<file path="config.mk">
export PLATFORM = sky130hd
export DESIGN_NAME = i2c_master_top
export DESIGN_NICKNAME = d
export VERILOG_FILES = /design/src/i2c_pkg.sv /design/src/i2c_byte_if.sv /design/src/i2c_bit_if.sv /design/src/i2c_txn_sequencer.sv /design/src/i2c_byte_shifter.sv /design/src/i2c_bit_engine.sv /design/src/i2c_master_top.sv
export SDC_FILE = /design/constraint.sdc
export NUM_CORES = 1
export LEC_CHECK = 0
export BUFFER_PORTS_ARGS = -buffer_cell sky130_fd_sc_hd__buf_2
export CAP_MARGIN = 0
export CELL_PAD_IN_SITES_DETAIL_PLACEMENT = 1
export CELL_PAD_IN_SITES_GLOBAL_PLACEMENT = 2
export CORE_MARGIN = 10
export CORE_UTILIZATION = 37
export CTS_CLUSTER_DIAMETER = 60
export DETAILED_ROUTE_END_ITERATION = 16
export GPL_ROUTABILITY_DRIVEN = 0
export GPL_TIMING_DRIVEN = 1
export PLACE_DENSITY_LB_ADDON = 0.3
export SYNTH_ARGS = -nofsm -noshare
export SYNTH_HDL_FRONTEND = slang
export SYNTH_SLANG_ARGS = --single-unit
</file>
<file path="constraint.sdc">
create_clock -name clk_in -period 3 [get_ports clk_in]
set_clock_uncertainty 0.05 [all_clocks]
set_input_delay 0.3 -clock clk_in [delete_from_list [all_inputs] [get_ports clk_in]]
set_output_delay 0.3 -clock clk_in [all_outputs]
set_load 0.05 [all_outputs]
</file>
<file path="src/i2c_pkg.sv">
package i2c_pkg;

	typedef logic [6:0] dev_addr_t;	// 7-bit slave address
	typedef logic [7:0] byte_t;	// reg address, write or read data

	// commands from the sequencer to the byte shifter
	typedef enum logic [2:0] {
		BYTE_START,
		BYTE_RESTART,
		BYTE_WRITE,
		BYTE_READ,
		BYTE_STOP
	} byte_op_e;

	// single bus operations run by the bit engine
	typedef enum logic [2:0] {
		BIT_START,
		BIT_RESTART,
		BIT_SEND,
		BIT_SAMPLE,
		BIT_STOP
	} bit_op_e;

	localparam int unsigned SCL_HALF_CYCLES_DEFAULT = 32'd1;	// clk_in cycles per scl phase

endpackage

</file>
<file path="src/i2c_byte_if.sv">
`timescale 1ns/1ps

interface i2c_byte_if;
	import i2c_pkg::*;

	logic byte_go;	// one-cycle command strobe
	byte_op_e byte_op;
	byte_t byte_tx;
	logic byte_done;	// one-cycle completion pulse
	logic byte_ack;	// slave acked, valid with byte_done
	byte_t byte_rx;

	modport seq (
		output byte_go, byte_op, byte_tx,
		input byte_done, byte_ack, byte_rx
	);

	modport shf (
		input byte_go, byte_op, byte_tx,
		output byte_done, byte_ack, byte_rx
	);

endinterface

</file>
<file path="src/i2c_bit_if.sv">
`timescale 1ns/1ps

interface i2c_bit_if;
	import i2c_pkg::*;

	logic bit_go;
	bit_op_e bit_op;
	logic bit_tx;
	logic bit_done;
	logic bit_rx;	// sda at the end of the high phase

	modport shf (
		output bit_go, bit_op, bit_tx,
		input bit_done, bit_rx
	);

	modport eng (
		input bit_go, bit_op, bit_tx,
		output bit_done, bit_rx
	);

endinterface

</file>
<file path="src/i2c_txn_sequencer.sv">
`timescale 1ns/1ps

module i2c_txn_sequencer (
	input logic clk_in,
	input logic rst_n,
	input logic start,
	input logic rw,
	input i2c_pkg::dev_addr_t dev_addr,
	input i2c_pkg::byte_t reg_addr,
	input i2c_pkg::byte_t wr_data,
	output logic busy,
	output logic done,
	output logic nack,
	output i2c_pkg::byte_t rd_data,
	i2c_byte_if.seq byte_if
);
	import i2c_pkg::*;

	typedef enum logic [3:0] {
		S_IDLE,
		S_START,
		S_DEV_W,
		S_REG,
		S_DATA,
		S_RESTART,
		S_DEV_R,
		S_READ,
		S_STOP
	} state_e;

	state_e state;
	state_e state_nx;
	logic rw_q;
	dev_addr_t dev_q;
	byte_t reg_q;
	byte_t wr_q;
	logic cmd_open;	// command issued, byte_done not yet seen
	logic step;
	logic refused;
	byte_op_e byte_op_c;
	byte_t byte_tx_c;

	assign step = cmd_open && byte_if.byte_done;
	assign refused = step && !byte_if.byte_ack && (byte_op_c == BYTE_WRITE);

	always_comb begin
		state_nx = state;
		if (state == S_IDLE) begin
			if (start)
				state_nx = S_START;
		end else if (refused) begin
			state_nx = S_STOP;	// slave nack, close the bus
		end else if (step) begin
			case (state)
				S_START: state_nx = S_DEV_W;
				S_DEV_W: state_nx = S_REG;
				S_REG: begin
					if (rw_q)
						state_nx = S_RESTART;
					else
						state_nx = S_DATA;
				end
				S_DATA: state_nx = S_STOP;
				S_RESTART: state_nx = S_DEV_R;
				S_DEV_R: state_nx = S_READ;
				S_READ: state_nx = S_STOP;
				default: state_nx = S_IDLE;
			endcase
		end
	end

	always_comb begin
		byte_op_c = BYTE_WRITE;
		byte_tx_c = '0;
		case (state)
			S_START: byte_op_c = BYTE_START;
			S_DEV_W: byte_tx_c = {dev_q, 1'b0};
			S_REG: byte_tx_c = reg_q;
			S_DATA: byte_tx_c = wr_q;
			S_RESTART: byte_op_c = BYTE_RESTART;
			S_DEV_R: byte_tx_c = {dev_q, 1'b1};	// read bit
			S_READ: byte_op_c = BYTE_READ;
			S_STOP: byte_op_c = BYTE_STOP;
			default: ;
		endcase
	end

	assign byte_if.byte_op = byte_op_c;
	assign byte_if.byte_tx = byte_tx_c;

	always_ff @(posedge clk_in or negedge rst_n) begin
		if (!rst_n) begin
			state <= S_IDLE;
			busy <= 1'b0;
			done <= 1'b0;
			nack <= 1'b0;
			rd_data <= '0;
			cmd_open <= 1'b0;
			byte_if.byte_go <= 1'b0;
		end else begin
			state <= state_nx;
			done <= 1'b0;
			byte_if.byte_go <= (state_nx != state) && (state_nx != S_IDLE);
			if (state == S_IDLE && start) begin
				busy <= 1'b1;
				nack <= 1'b0;
			end
			if (refused)
				nack <= 1'b1;
			if (step && state == S_READ)
				rd_data <= byte_if.byte_rx;
			if (step && state == S_STOP) begin
				busy <= 1'b0;
				done <= 1'b1;
			end
			if (byte_if.byte_go)
				cmd_open <= 1'b1;
			else if (step)
				cmd_open <= 1'b0;
		end
	end

	always_ff @(posedge clk_in) begin
		if (state == S_IDLE && start) begin
			rw_q <= rw;
			dev_q <= dev_addr;
			reg_q <= reg_addr;
			wr_q <= wr_data;
		end
	end

	// shifter takes one command at a time
	assert property (@(posedge clk_in) disable iff (!rst_n) byte_if.byte_go |-> !cmd_open);

endmodule

</file>
<file path="src/i2c_byte_shifter.sv">
`timescale 1ns/1ps

module i2c_byte_shifter (
	input logic clk_in,
	input logic rst_n,
	i2c_byte_if.shf byte_if,
	i2c_bit_if.shf bit_if
);
	import i2c_pkg::*;

	byte_op_e op_q;
	byte_t sr;
	logic [3:0] bit_cnt;	// bits issued for this command
	logic active;
	logic is_cond;
	logic last_bit;
	bit_op_e bit_op_c;
	logic bit_tx_c;

	assign is_cond = (op_q != BYTE_WRITE) && (op_q != BYTE_READ);
	assign last_bit = is_cond || (bit_cnt == 4'd9);

	always_comb begin
		bit_op_c = BIT_STOP;
		bit_tx_c = 1'b1;	// master nack after a read
		case (op_q)
			BYTE_START: bit_op_c = BIT_START;
			BYTE_RESTART: bit_op_c = BIT_RESTART;
			BYTE_WRITE: begin
				bit_tx_c = sr[7];
				if (bit_cnt == 4'd9)
					bit_op_c = BIT_SAMPLE;
				else
					bit_op_c = BIT_SEND;
			end
			BYTE_READ: begin
				if (bit_cnt == 4'd9)
					bit_op_c = BIT_SEND;
				else
					bit_op_c = BIT_SAMPLE;
			end
			default: ;
		endcase
	end

	assign bit_if.bit_op = bit_op_c;
	assign bit_if.bit_tx = bit_tx_c;

	always_ff @(posedge clk_in or negedge rst_n) begin
		if (!rst_n) begin
			active <= 1'b0;
			op_q <= BYTE_STOP;
			bit_cnt <= '0;
			bit_if.bit_go <= 1'b0;
		end else begin
			bit_if.bit_go <= 1'b0;
			if (!active) begin
				if (byte_if.byte_go) begin
					active <= 1'b1;
					op_q <= byte_if.byte_op;
					bit_cnt <= 4'd1;
					bit_if.bit_go <= 1'b1;
				end
			end else if (bit_if.bit_done) begin
				if (last_bit) begin
					active <= 1'b0;
					bit_cnt <= '0;
				end else begin
					bit_cnt <= bit_cnt + 4'd1;
					bit_if.bit_go <= 1'b1;
				end
			end
		end
	end

	// msb first both ways, read bits enter at the bottom
	always_ff @(posedge clk_in) begin
		if (!active && byte_if.byte_go)
			sr <= byte_if.byte_tx;
		else if (active && bit_if.bit_done && bit_cnt <= 4'd8)
			sr <= {sr[6:0], bit_if.bit_rx};
	end

	assign byte_if.byte_done = active && bit_if.bit_done && last_bit;
	assign byte_if.byte_ack = (op_q == BYTE_WRITE) ? ~bit_if.bit_rx : 1'b1;
	assign byte_if.byte_rx = sr;

	assert property (@(posedge clk_in) disable iff (!rst_n) bit_cnt <= 4'd9);

endmodule

</file>
<file path="src/i2c_bit_engine.sv">
`timescale 1ns/1ps

module i2c_bit_engine #(
	parameter int unsigned scl_half_cycles = i2c_pkg::SCL_HALF_CYCLES_DEFAULT
) (
	input logic clk_in,
	input logic rst_n,
	i2c_bit_if.eng bit_if,
	input logic sda_in,
	output logic scl,
	output logic sda_out,
	output logic sda_oe
);
	import i2c_pkg::*;

	localparam int CNT_W = $clog2(scl_half_cycles + 1);
	localparam logic [CNT_W-1:0] CNT_LAST = CNT_W'(scl_half_cycles - 1);

	// cond and tail carry the sda level after a start, restart or stop edge
	typedef enum logic [2:0] {
		PH_IDLE,
		PH_LOW,
		PH_HIGH,
		PH_COND,
		PH_TAIL
	} phase_e;

	phase_e phase;
	phase_e phase_follow;
	logic [CNT_W-1:0] cnt;
	bit_op_e op_q;	// last op, bit_stop means bus free
	logic tx_q;
	logic is_data;
	logic phase_end;
	logic use_post;
	logic pre_oe;
	logic pre_out;
	logic post_oe;
	logic post_out;

	assign is_data = (op_q == BIT_SEND) || (op_q == BIT_SAMPLE);

	always_comb begin
		pre_oe = 1'b1;
		pre_out = 1'b1;
		post_oe = 1'b1;
		post_out = 1'b0;
		case (op_q)
			BIT_SEND: pre_out = tx_q;
			BIT_SAMPLE: pre_oe = 1'b0;	// slave owns sda
			BIT_STOP: begin
				pre_out = 1'b0;
				post_oe = 1'b0;	// released, pull-up makes the stop
				post_out = 1'b1;
			end
			default: ;
		endcase
	end

	always_comb begin
		case (phase)
			PH_LOW: phase_follow = PH_HIGH;
			PH_HIGH: phase_follow = is_data ? PH_IDLE : PH_COND;
			PH_COND: phase_follow = (op_q == BIT_STOP) ? PH_IDLE : PH_TAIL;
			default: phase_follow = PH_IDLE;
		endcase
	end

	assign phase_end = (phase != PH_IDLE) && (cnt == CNT_LAST);
	assign bit_if.bit_done = phase_end && (phase_follow == PH_IDLE);
	assign bit_if.bit_rx = sda_in;	// taken at the closing edge of the high phase

	// lines follow the phase, idle holds the level of the last phase
	assign use_post = (phase == PH_COND) || (phase == PH_TAIL)
		|| (phase == PH_IDLE && !is_data);
	assign scl = (phase == PH_HIGH) || (phase == PH_COND)
		|| (phase == PH_IDLE && op_q == BIT_STOP);
	assign sda_oe = use_post ? post_oe : pre_oe;
	assign sda_out = use_post ? post_out : pre_out;

	always_ff @(posedge clk_in or negedge rst_n) begin
		if (!rst_n) begin
			phase <= PH_IDLE;
			cnt <= '0;
			op_q <= BIT_STOP;
		end else if (phase == PH_IDLE) begin
			if (bit_if.bit_go) begin
				op_q <= bit_if.bit_op;
				if (bit_if.bit_op == BIT_START)
					phase <= PH_HIGH;	// scl already high on a free bus
				else
					phase <= PH_LOW;
			end
		end else if (phase_end) begin
			cnt <= '0;
			phase <= phase_follow;
		end else begin
			cnt <= cnt + 1'b1;
		end
	end

	always_ff @(posedge clk_in) begin
		if (phase == PH_IDLE && bit_if.bit_go)
			tx_q <= bit_if.bit_tx;
	end

	// start only on a free bus
	assert property (@(posedge clk_in) disable iff (!rst_n)
		(phase == PH_IDLE && bit_if.bit_go && bit_if.bit_op == BIT_START)
		|-> (scl && !sda_oe));

endmodule

</file>
<file path="src/i2c_master_top.sv">
`timescale 1ns/1ps

module i2c_master_top #(
	parameter int unsigned scl_half_cycles = i2c_pkg::SCL_HALF_CYCLES_DEFAULT
) (
	input logic clk_in,
	input logic rst_n,
	input logic start,
	input logic rw,	// 1 = read
	input i2c_pkg::dev_addr_t dev_addr,
	input i2c_pkg::byte_t reg_addr,
	input i2c_pkg::byte_t wr_data,
	input logic sda_in,
	output logic busy,
	output logic done,
	output logic nack,
	output i2c_pkg::byte_t rd_data,
	output logic scl,
	output logic sda_out,
	output logic sda_oe
);

	i2c_byte_if byte_bus ();
	i2c_bit_if bit_bus ();

	i2c_txn_sequencer seq_i (
		.clk_in (clk_in),
		.rst_n (rst_n),
		.start (start),
		.rw (rw),
		.dev_addr (dev_addr),
		.reg_addr (reg_addr),
		.wr_data (wr_data),
		.busy (busy),
		.done (done),
		.nack (nack),
		.rd_data (rd_data),
		.byte_if (byte_bus.seq)
	);

	i2c_byte_shifter shf_i (
		.clk_in (clk_in),
		.rst_n (rst_n),
		.byte_if (byte_bus.shf),
		.bit_if (bit_bus.shf)
	);

	i2c_bit_engine #(
		.scl_half_cycles (scl_half_cycles)
	) eng_i (
		.clk_in (clk_in),
		.rst_n (rst_n),
		.bit_if (bit_bus.eng),
		.sda_in (sda_in),
		.scl (scl),
		.sda_out (sda_out),
		.sda_oe (sda_oe)
	);

endmodule

</file>
==> results of run 1 <==
[layout make-up]
cell class | instances | area, um^2 | area share, %
flip-flops and latches | 66 | 1819 | 51.84
multi-input cells | 167 | 1033 | 29.45
repair buffers | 49 | 267.8 | 7.629
well taps | 102 | 127.6 | 3.636
clock buffers | 9 | 123.9 | 3.529
clock inverters | 7 | 77.57 | 2.210
inverters | 16 | 60.06 | 1.711
[worst reg2reg max path: cells and delay by family (launching register included)]
| family | cells | cell delay [ns] |
|---|---|---|
| mux | 1 | 0.39 |
| flops | 1 | 0.56 |
| simple gates | 3 | 1.12 |
| compound gates | 2 | 0.23 |
[power by group through the flow]
stage,Combinational [mW],Clock (mW),Sequential [mW]
6_report,0.0275,0.761,0.949
5_1_grt,0.0325,0.835,0.949
4_1_cts,0.0288,0.786,0.949
3_5_place_dp,0.0277,0,0.968
3_3_place_gp,0.0267,0,0.968
2_1_floorplan,0.000460,0,0.968
[per-stage QoR]
stage	cell area (um^2)	cells	util, %
finish	3510	416	45.18
detailed placement	3298	399	42.46
floorplan	2965	261	-
global placement	3298	399	42.46
CTS	3510	416	45.18
global route	3510	416	45.18
[synthesized netlist by cell type, types with 2 or more instances]
cell      count  area share, %
a211oi_1      2           0.51
a21oi_1       6            1.0
a22o_1        2           0.59
a22oi_1       7            1.8
and2_1        2           0.42
clkbuf_1     11            1.4
dfrtp_1      31             26
dfstp_2       2            1.8
edfxtp_1     33             33
ha_1          3            1.3
inv_1        16            2.0
mux2_2       11            4.2
nand2_1      34            4.3
nand2b_1      5            1.1
nand3_1       5           0.84
nor2_1       15            1.9
nor2b_1       3           0.63
nor3_1        8            1.4
o21ai_0      31            5.2
o22ai_1       2           0.42
o31ai_1       2           0.51
[what timing repair did]
| action | 4_1_cts | 5_1_grt |
|---|---|---|
| gates resized for setup | 0 | 0 |
| hold buffers | 1 | 0 |
| hold endpoints to repair | 27 | 0 |
[cell families after synthesis]
family | after synthesis | synth area share, %
and+or+nand+nor | 84 | 13.92
AOI/OAI and AO/OA | 68 | 15.19
DFF | 66 | 61.35
buffers and inverters | 28 | 3.798
muxes | 11 | 4.177
adders and majority gates | 3 | 1.266
xor gates and xnor gates | 1 | 0.2954
[registers in the layout, summed over array words and instances (netlist names)]
signal                 count
seq_i.byte_if.byte_go      1
seq_i.dev_q                7
shf_i.bit_if.bit_go        1
seq_i.nack                 1
seq_i.rd_data              8
eng_i.cnt                  1
seq_i.wr_q                 8
shf_i.op_q                 3
eng_i.tx_q                 1
eng_i.phase                3
seq_i.busy                 1
seq_i.reg_q                8
seq_i.cmd_open             1
shf_i.bit_cnt              4
seq_i.rw_q                 1
seq_i.done                 1
seq_i.state                4
eng_i.op_q                 3
shf_i.byte_if.byte_rx      8
shf_i.active               1
[per-layer routing]
layer | global-route usage [%] | routed length [um]
met3 | 3.511 | 277
met5 | 0 | 0
met4 | 5.576 | 123
met2 | 21.08 | 3443
met1 | 15.38 | 3136
[path summary, 6_finish.rpt]
| path | to |
|---|---|
| max | seq_i.rd_data[4] |
| min | seq_i.dev_q[3] |
| max reg2reg | seq_i.rd_data[4] |
| min reg2reg | seq_i.cmd_open |
| max in group asynchronous | shf_i.op_q[1] |
| min in group asynchronous | shf_i.bit_cnt[3] |
==> out/summary.txt, run 1 <==
CP Max Fanout = 8
TritonCTS sink count = 66
setup bufs post-CTS = 0
critical path depth = 6
Cell Area, Synth = 0.002965 mm^2
commonest non-fill, non-tap cell in the layout = buf_2
Setup violations, final = 0
FF-to-FF setup slack = 0.54 ns
critical path start-end classification = flip-flop to flip-flop
final worst slack = 0.5404 ns
GRT Resource Usage Total = 12.80%
R2R Path Start = eng_i.op_q[2]
DRC errors left = 0
asr flop ratio synth = 50.00%
antenna violations before repair = 0
Final Hold Vio Count = 0
Initial DRT Pass Iterations = 4
sequential share of the synthesized area = 61.35%
CTS clock-pin slew for the worst setup and hold paths = 0.08 ns
crit path launch type = flip-flop
CP startpoint = eng_i.op_q[2]
CP Cell Sequence = or3b_4 -> o21bai_4 -> o211ai_2 -> or2_1 -> nor3_4 -> mux2_2
Fin Setup TNS = 0 ns
die span in x = 109.5 um
Post-synth EDFFs = 33
# IOs = 42
Worst EP arrival = 2.64 ns
Clock Power Share = 43.8%
Area growth, synth to finish = 18.35%
pwr dens = 495.1 mW/mm^2
Min Hold Slack = 0.07244 ns
pre-CTS setup slack = 0.5196 ns
Via density = 5.111
max-cap viol count = 0
antenna viol nets, final = 0
combinational power share = 1.6%
leakage = 1.505 nW
# port buffers = 41
Seq pwr share = 54.6%
worst-case clock buffer depth = 2
final-layout fill cell count = 868
Clock Latency Late Sink = 0.35 ns
post-synthesis register bit count = 66
outcome = completed
Final Power = 1.738 mW
largest net degree at the start of global routing = 34
Initial Util = 38.18%
Worst-Margin Slew = 0.7777 ns
vias in the first global route = 2405
CTS tree = done
mean post-synth cell area = 11.36 um^2
Tcrit/Tclk final = 81.99%
Syn Inst Count = 261
Most used DFF post-synth = edfxtp_1
antenna cells = 0
Rel. slew slack = 48.15%
Min-Delay Path Class = input port to flip-flop
CTS H-Tree Depth = 3
routed wire length = 6980 um
CTS Buf Count = 9
largest stage delay on the critical path = 0.56 ns
Int Pwr = 1.351 mW
critical-path cell with the highest stage delay = dfstp_2
CP Buf/Inv Count = 0
Tmin final = 2.460 ns
cell family with most CP delay = simple AND/OR/NAND/NOR gates
root buffer cell = clkbuf_8
DRT iter0 DRCs = 56
grt ovf = 0
Net Sw Power = 0.3865 mW
Die Ht = 109.5 um
Core Region = 0.007767 mm^2
worst reg2reg path depth = 6
num rows = 32
share of cells above drive strength 1 = 26.11%
maximum vdd ir drop = 0.2383 mV
RSZ-0062 raised after global routing = no
first-pass GRT wire length = 12010 um
Final Max Tran Viols = 0
Max Freq = 0.4066 GHz
die footprint = 0.01200 mm^2
most frequent cells in the layout = 41 x buf_2, 34 x nand2_1, 33 x edfxtp_1
Yosys cell types = 51
Final nets = 340
worst hold path depth = 1
hold path start = dev_addr[3]
Sw Share = 22.24%
Synthesized Nets = 292
via count = 2126
wire per inst = 16.78 um
Req. time, crit path = 3.18 ns
YS warnings = 0
HPWL after DPL = 5233 um
Critical Path End Type = flip-flop
Power figures use the tool's default switching activity.
==> run 2, diff against run 1 <==
--- a/config.mk
+++ b/config.mk
@@ -10,7 +10,7 @@
 export CELL_PAD_IN_SITES_DETAIL_PLACEMENT = 1
 export CELL_PAD_IN_SITES_GLOBAL_PLACEMENT = 2
 export CORE_MARGIN = 10
-export CORE_UTILIZATION = 37
+export CORE_UTILIZATION = 34
 export CTS_CLUSTER_DIAMETER = 60
 export DETAILED_ROUTE_END_ITERATION = 16
 export GPL_ROUTABILITY_DRIVEN = 0
==> constraint.sdc (replaced) <==
create_clock -name clk_in -period 2.03 [get_ports clk_in]
set_clock_uncertainty 0.05 [all_clocks]
set_input_delay 0.203 -clock clk_in [delete_from_list [all_inputs] [get_ports clk_in]]
set_output_delay 0.203 -clock clk_in [all_outputs]
set_load 0.05 [all_outputs]
==> run 2 against run 1 <==
  * The run now ends with negative setup slack left
  * Flip-flop and latch count unchanged
  * First-iteration DRC count grew 1.8%
  * Maximum frequency rose by 8.3%
  * Sequential power up 48%
  * Setup slack worse by 0.78 ns
  * Via count is 12% higher
  * Critical path type unchanged
  * Largest cell class unchanged
  * Largest power group unchanged
  * Highest routed layer unchanged
==> out/summary.txt, run 2 (synthesized netlist as in run 1, its figures left out) <==
outcome = complete, but fails checks (was completed)
failing checks = negative setup slack
Req. time, crit path = 2.25 ns (was 3.18 ns)
Area growth, synth to finish = 44.30% (was 18.35%)
worst-case clock buffer depth = 2 (unchanged)
Core Region = 0.008593 mm^2 (was 0.007767 mm^2)
post-route insts no fill = 485 (was 416)
wire per inst = 16.77 um (was 16.78 um)
RSZ-0062 raised after global routing = yes (was no)
Worst EP arrival = 2.49 ns (was 2.64 ns)
Final Hold Vio Count = 0 (unchanged)
die span in x = 113.4 um (was 109.5 um)
CTS H-Tree Depth = 3 (unchanged)
critical path start-end classification = flip-flop to flip-flop (unchanged)
Die Ht = 113.4 um (was 109.5 um)
routed wire length = 8134 um (was 6980 um)
Initial Util = 34.51% (was 38.18%)
commonest non-fill, non-tap cell in the layout = buf_4 (was buf_2)
final core utilization = 49.80% (was 45.18%)
M2 GR Usage = 21.81% (was 21.08%)
met1 GRT Util = 15.35% (was 15.38%)
critical path depth = 7 (was 6)
Placed Area = 0.003587 mm^2 (was 0.003298 mm^2)
Min-Delay Path Class = input port to flip-flop (unchanged)
Tcrit/Tclk final = 111.9% (was 81.99%)
most frequent cells in the layout = 40 x buf_4, 38 x buf_2, 34 x nand2_1 (was 41 x buf_2, 34 x nand2_1, 33 x edfxtp_1)
Tmin final = 2.272 ns (was 2.460 ns)
critical-path cell with the highest stage delay = dfstp_2 (unchanged)
Initial DRT Pass Iterations = 4 (unchanged)
Rel. slew slack = 47.01% (was 48.15%)
DRC errors left = 0 (unchanged)
# IOs = 42 (unchanged)
# port buffers = 41 (unchanged)
maximum vdd ir drop = 0.3223 mV (was 0.2383 mV)
CTS Buf Count = 9 (unchanged)
leakage = 1.868 nW (was 1.505 nW)
GRT Resource Usage Total = 12.94% (was 12.80%)
root buffer cell = clkbuf_8 (unchanged)
CTS clock-pin slew for the worst setup and hold paths = 0.07 ns (was 0.08 ns)
Via density = 4.924 (was 5.111)
Max Freq = 0.4401 GHz (was 0.4066 GHz)
CP Max Fanout = 2 (was 8)
antenna viol nets, final = 0 (unchanged)
CP Cell Sequence = or3b_4 -> o21bai_4 -> o211ai_4 -> or2_4 -> buf_6 -> or4_4 -> o21ai_2 (was or3b_4 -> o21bai_4 -> o211ai_2 -> or2_1 -> nor3_4 -> mux2_2)
Setup violations, final = 26 (was 0)
max-cap viol count = 0 (unchanged)
largest stage delay on the critical path = 0.53 ns (was 0.56 ns)
largest net degree at the start of global routing = 34 (unchanged)
Final nets = 403 (was 340)
via count = 2388 (was 2126)
R2R Path Start = eng_i.op_q[2] (unchanged)
CTS tree = done (unchanged)
final-layout fill cell count = 930 (was 868)
die footprint = 0.01286 mm^2 (was 0.01200 mm^2)
pwr dens = 630.6 mW/mm^2 (was 495.1 mW/mm^2)
Worst-Margin Slew = 0.7948 ns (was 0.7777 ns)
CP startpoint = eng_i.op_q[2] (unchanged)
GRT met3 Usage = 3.307% (was 3.511%)
grt ovf = 0 (unchanged)
placed insts = 438 (was 399)
worst reg2reg path depth = 7 (was 6)
antenna cells = 0 (unchanged)
antenna violations before repair = 0 (unchanged)
Final Max Tran Viols = 0 (unchanged)
CP endpoint = seq_i.state[3] (was seq_i.rd_data[4])
vias in the first global route = 2586 (was 2405)
Critical Path End Type = flip-flop (unchanged)
num rows = 34 (was 32)
Min Hold Slack = 0.1066 ns (was 0.07244 ns)
share of cells above drive strength 1 = 37.67% (was 26.11%)
reg-to-reg endpoint = seq_i.state[3] (was seq_i.rd_data[4])
Final Instance Area = 0.004279 mm^2 (was 0.003510 mm^2)
FF-to-FF setup slack = -0.24 ns (was 0.54 ns)
CP Buf/Inv Count = 1 (was 0)
Most Used Layer, Global Route = met2 (unchanged)
Clock Latency Late Sink = 0.34 ns (was 0.35 ns)
HPWL after DPL = 5639 um (was 5233 um)
DRT iter0 DRCs = 57 (was 56)
TritonCTS sink count = 66 (unchanged)
final worst slack = -0.2420 ns (was 0.5404 ns)
crit path launch type = flip-flop (unchanged)
cell family with most CP delay = simple AND/OR/NAND/NOR gates (unchanged)
first-pass GRT wire length = 13340 um (was 12010 um)
run 2: cell types whose count changed in the layout (fill, tap and decap cells not counted), moves of 3 or more:
cell | before | now
mux2_4 | 0 | 9
nor2_1 | 15 | 11
o21ai_0 | 31 | 23
o21ai_2 | 0 | 6
buf_4 | 7 | 40
buf_2 | 41 | 38
buf_6 | 0 | 6
dlygate4sd3_1 | 1 | 25
mux2_2 | 11 | 2
run 2: how the worst min path moves through the flow:
stage                 from                  endpoint  slack (ns)  cells after the start
detailed placement   rst_n          seq_i.rd_data[6]        0.28                      1
global placement     rst_n          seq_i.rd_data[4]        0.27                      1
CTS                 sda_in  shf_i.byte_if.byte_rx[0]         0.1                      3
global route        sda_in  shf_i.byte_if.byte_rx[0]        0.13                      3
finish              sda_in  shf_i.byte_if.byte_rx[0]        0.11                      3
floorplan            rst_n                 eng_i.cnt       -0.14                      0
run 2: where the power goes:
group,total (mW),internal (mW),switching [mW]
sequential,1.40,1.40,0
combinational,0.0777,0.0496,0.0282
clock,1.22,0.689,0.529
run 2: metal layers:
metal	part of all wire, %	vias up
met2	51	35
met5	0	-
met1	45	1183
li1	-	1161
met3	3.5	9
met4	1.2	0
run 2: per-stage QoR:
stage                     setup WS (ns)  TNS, ns  power (mW)
final                           -0.2420   -3.522       2.698
after detailed placement        -0.2395   -2.867       1.472
after floorplan                 -0.3494   -5.192       1.432
after global routing            -0.3001   -5.080       2.814
after CTS                       -0.2181   -2.678       2.741
after global placement          -0.2139   -2.239       1.470
run 2: worst reg2reg max path: cells and delay by family (launching register included):
family / cells / cell delay (ns)
compound gates: 3 / 0.34
buf+inv: 1 / 0.12
flops: 1 / 0.53
simple gates: 3 / 1.17
run 2: cell type report:
cell class	count	area [um^2]	area share [%]
inverters	16	60.06	1.404
flip-flops and latches	66	1819	42.51
repair buffers	112	863.3	20.18
clock inverters	7	93.84	2.193
well taps	108	135.1	3.158
multi-input cells	167	1184	27.66
clock buffers	9	123.9	2.895
run 2: what timing repair did:
item                                   CTS  global route
setup endpoints to repair               26            27
hold buffers                            25             0
setup buffers                            2             5
endpoints found under the hold margin   55             0
pin swaps                                4            14
gates resized for setup                 19            33
==> run 3, diff against run 2 <==
--- a/config.mk
+++ b/config.mk
@@ -10,7 +10,7 @@
 export CELL_PAD_IN_SITES_DETAIL_PLACEMENT = 1
 export CELL_PAD_IN_SITES_GLOBAL_PLACEMENT = 2
 export CORE_MARGIN = 10
-export CORE_UTILIZATION = 34
+export CORE_UTILIZATION = 40
 export CTS_CLUSTER_DIAMETER = 60
 export DETAILED_ROUTE_END_ITERATION = 16
 export GPL_ROUTABILITY_DRIVEN = 0
==> constraint.sdc (replaced) <==
create_clock -name clk_in -period 3 [get_ports clk_in]
set_clock_uncertainty 0.05 [all_clocks]
set_input_delay 0.3 -clock clk_in [delete_from_list [all_inputs] [get_ports clk_in]]
set_output_delay 0.3 -clock clk_in [all_outputs]
set_load 0.05 [all_outputs]
==> run 3 against run 2 <==
  * The flow now finishes without violations
  * Setup slack improved by 0.66 ns
  * Global-route usage is 0.73 points lower
  * Final cell count fell by 15%
  * Sequential power is 32% lower
  * Total power is 34% lower
  * Die area decreased by 12%
  * Non-clock buffer count fell by 64
  * Critical endpoint is now seq_i.rd_data[7]
  * Largest cell class unchanged
==> out/summary.txt, run 3 (synthesized netlist as in run 1, its figures left out) <==
outcome = completed (was complete, but fails checks)
Max Freq = 0.3874 GHz (was 0.4401 GHz)
WHS Endpoint = seq_i.reg_q[5] (was shf_i.byte_if.byte_rx[0])
Top Metal Used = met4 (unchanged)
Die Ht = 106.1 um (was 113.4 um)
antenna viol nets, final = 0 (unchanged)
Area growth, synth to finish = 18.52% (was 44.30%)
Tmin final = 2.581 ns (was 2.272 ns)
via count = 2031 (was 2388)
CTS Buf Count = 9 (unchanged)
Fin Setup TNS = 0 ns (was -3.522 ns)
maximum vdd ir drop = 0.2255 mV (was 0.3223 mV)
placed insts = 395 (was 438)
RSZ-0062 raised after global routing = no (was yes)
wire length on met3 = 196 um (was 283 um)
grt ovf = 0 (unchanged)
CP Max Fanout = 8 (was 2)
reg-to-reg endpoint = seq_i.rd_data[7] (was seq_i.state[3])
Via density = 4.930 (was 4.924)
GRT Resource Usage Total = 12.21% (was 12.94%)
CTS tree = done (unchanged)
num rows = 31 (was 34)
crit path launch type = flip-flop (unchanged)
Req. time, crit path = 3.18 ns (was 2.25 ns)
antenna violations before repair = 0 (unchanged)
antenna cells = 0 (unchanged)
commonest non-fill, non-tap cell in the layout = buf_2 (was buf_4)
max-cap viol count = 0 (unchanged)
TritonCTS sink count = 66 (unchanged)
share of cells above drive strength 1 = 25.56% (was 37.67%)
DR WL met2 = 3252 um (was 4113 um)
Setup violations, final = 0 (was 26)
CTS clock-pin slew for the worst setup and hold paths = 0.07 ns (about the same)
die footprint = 0.01126 mm^2 (was 0.01286 mm^2)
# IOs = 42 (unchanged)
Worst EP arrival = 2.76 ns (was 2.49 ns)
pwr dens = 509.4 mW/mm^2 (was 630.6 mW/mm^2)
CTS H-Tree Depth = 3 (unchanged)
Min-Delay Path Class = input port to flip-flop (unchanged)
R2R Path Start = eng_i.op_q[2] (unchanged)
post-route insts no fill = 412 (was 485)
Final nets = 339 (was 403)
Rel. slew slack = 50.04% (was 47.01%)
DRC errors left = 0 (unchanged)
Core Region = 0.007214 mm^2 (was 0.008593 mm^2)
hold path start = reg_addr[5] (was sda_in)
root buffer cell = clkbuf_8 (unchanged)
HPWL after DPL = 4833 um (was 5639 um)
final core utilization = 48.72% (was 49.80%)
worst hold path depth = 1 (was 3)
die span in x = 106.1 um (was 113.4 um)
worst reg2reg path depth = 6 (was 7)
setup bufs post-CTS = 0 (was 2)
final-layout fill cell count = 810 (was 930)
wire per inst = 15.69 um (was 16.77 um)
CTS resizes = 0 (was 19)
FF-to-FF setup slack = 0.42 ns (was -0.24 ns)
Routed met1 length = 2901 um (was 3638 um)
Tcrit/Tclk final = 86.04% (was 111.9%)
Final Hold Vio Count = 0 (unchanged)
Final Max Tran Viols = 0 (unchanged)
worst-case clock buffer depth = 2 (unchanged)
DRT iter0 DRCs = 67 (was 57)
vias in the first global route = 2263 (was 2586)
Critical Path End Type = flip-flop (unchanged)
first-pass GRT wire length = 11020 um (was 13340 um)
largest net degree at the start of global routing = 34 (unchanged)
most frequent cells in the layout = 41 x buf_2, 34 x nand2_1, 33 x edfxtp_1 (was 40 x buf_4, 38 x buf_2, 34 x nand2_1)
routed wire length = 6466 um (was 8134 um)
critical path start-end classification = flip-flop to flip-flop (unchanged)
Initial Util = 41.10% (was 34.51%)
# port buffers = 41 (unchanged)
leakage = 1.508 nW (was 1.868 nW)
Worst-Margin Slew = 0.7494 ns (was 0.7948 ns)
Clock Latency Late Sink = 0.34 ns (about the same)
Initial DRT Pass Iterations = 4 (unchanged)
## run 3: cell count changes in the layout (fill, tap and decap cells not counted), moves of 3 or more
| cell | previous run | this run |
|---|---|---|
| o21ai_0 | 23 | 31 |
| o21ai_2 | 6 | 0 |
| buf_6 | 6 | 0 |
| buf_4 | 40 | 6 |
| mux2_4 | 9 | 0 |
| dlygate4sd3_1 | 25 | 1 |
| buf_2 | 38 | 41 |
| nor2_1 | 11 | 15 |
| mux2_2 | 2 | 11 |
## run 3: how the worst max path moves through the flow
stage | slack, ns | startpoint | endpoint | cells past startpoint
after floorplan | 0.55 | eng_i.op_q[2] | seq_i.rd_data[0] | 7
after global placement | 0.46 | eng_i.op_q[2] | seq_i.rd_data[4] | 6
after detailed placement | 0.41 | eng_i.op_q[2] | seq_i.rd_data[2] | 6
after CTS | 0.40 | eng_i.op_q[2] | seq_i.rd_data[7] | 6
after global routing | 0.29 | eng_i.op_q[2] | seq_i.rd_data[2] | 6
final | 0.42 | eng_i.op_q[2] | seq_i.rd_data[7] | 6
## run 3: per-layer routing
layer / track usage, % / vias up
met5: 0 / -
met4: 6.383 / 0
met3: 2.838 / 11
met2: 20.89 / 31
met1: 13.92 / 961
li1: - / 1028
## run 3: through the flow
step	setup slack, ns	area (um^2)	power (mW)	hold WS [ns]
after floorplan	0.5466	2965	0.9689	-0.04559
after global placement	0.4603	3287	0.9951	0.3784
after detailed placement	0.4077	3287	0.9955	0.3690
after CTS	0.3995	3515	1.810	0.06373
after global routing	0.2938	3515	1.860	0.05789
final	0.4187	3515	1.790	0.07923
## run 3: worst max-delay path: stages, from the launching register on
cell and delay (ns):
dfstp_2 0.56, or3b_4 0.42, o21bai_4 0.14, o211ai_2 0.10, or2_1 0.37, nor3_4 0.44
mux2_2 0.39
## run 3: repair_timing
| action | in CTS | in global routing |
|---|---|---|
| hold buffers | 1 | 0 |
| endpoints found under the hold margin | 18 | 0 |
| setup endpoints to repair | 0 | 0 |
## run 3: area by class of cell
class / instances / area (um^2) / share of cell area [%]
Clock inverter: 7 / 93.84 / 2.670
Clock buffer: 9 / 123.9 / 3.524
Inverter: 16 / 60.06 / 1.709
Sequential cell: 66 / 1819 / 51.76
Timing Repair Buffer: 48 / 260.3 / 7.405
Tap cell: 99 / 123.9 / 3.524
Multi-Input combinational cell: 167 / 1033 / 29.41
## run 3: power breakdown
| part | leakage [nW] | switching [mW] | internal (mW) |
|---|---|---|---|
| Combinational | 0.658 | 0.0138 | 0.0132 |
| Clock | 0.107 | 0.348 | 0.466 |
| Sequential | 0.743 | 0 | 0.949 |
| Total | 1.51 | 0.362 | 1.43 |
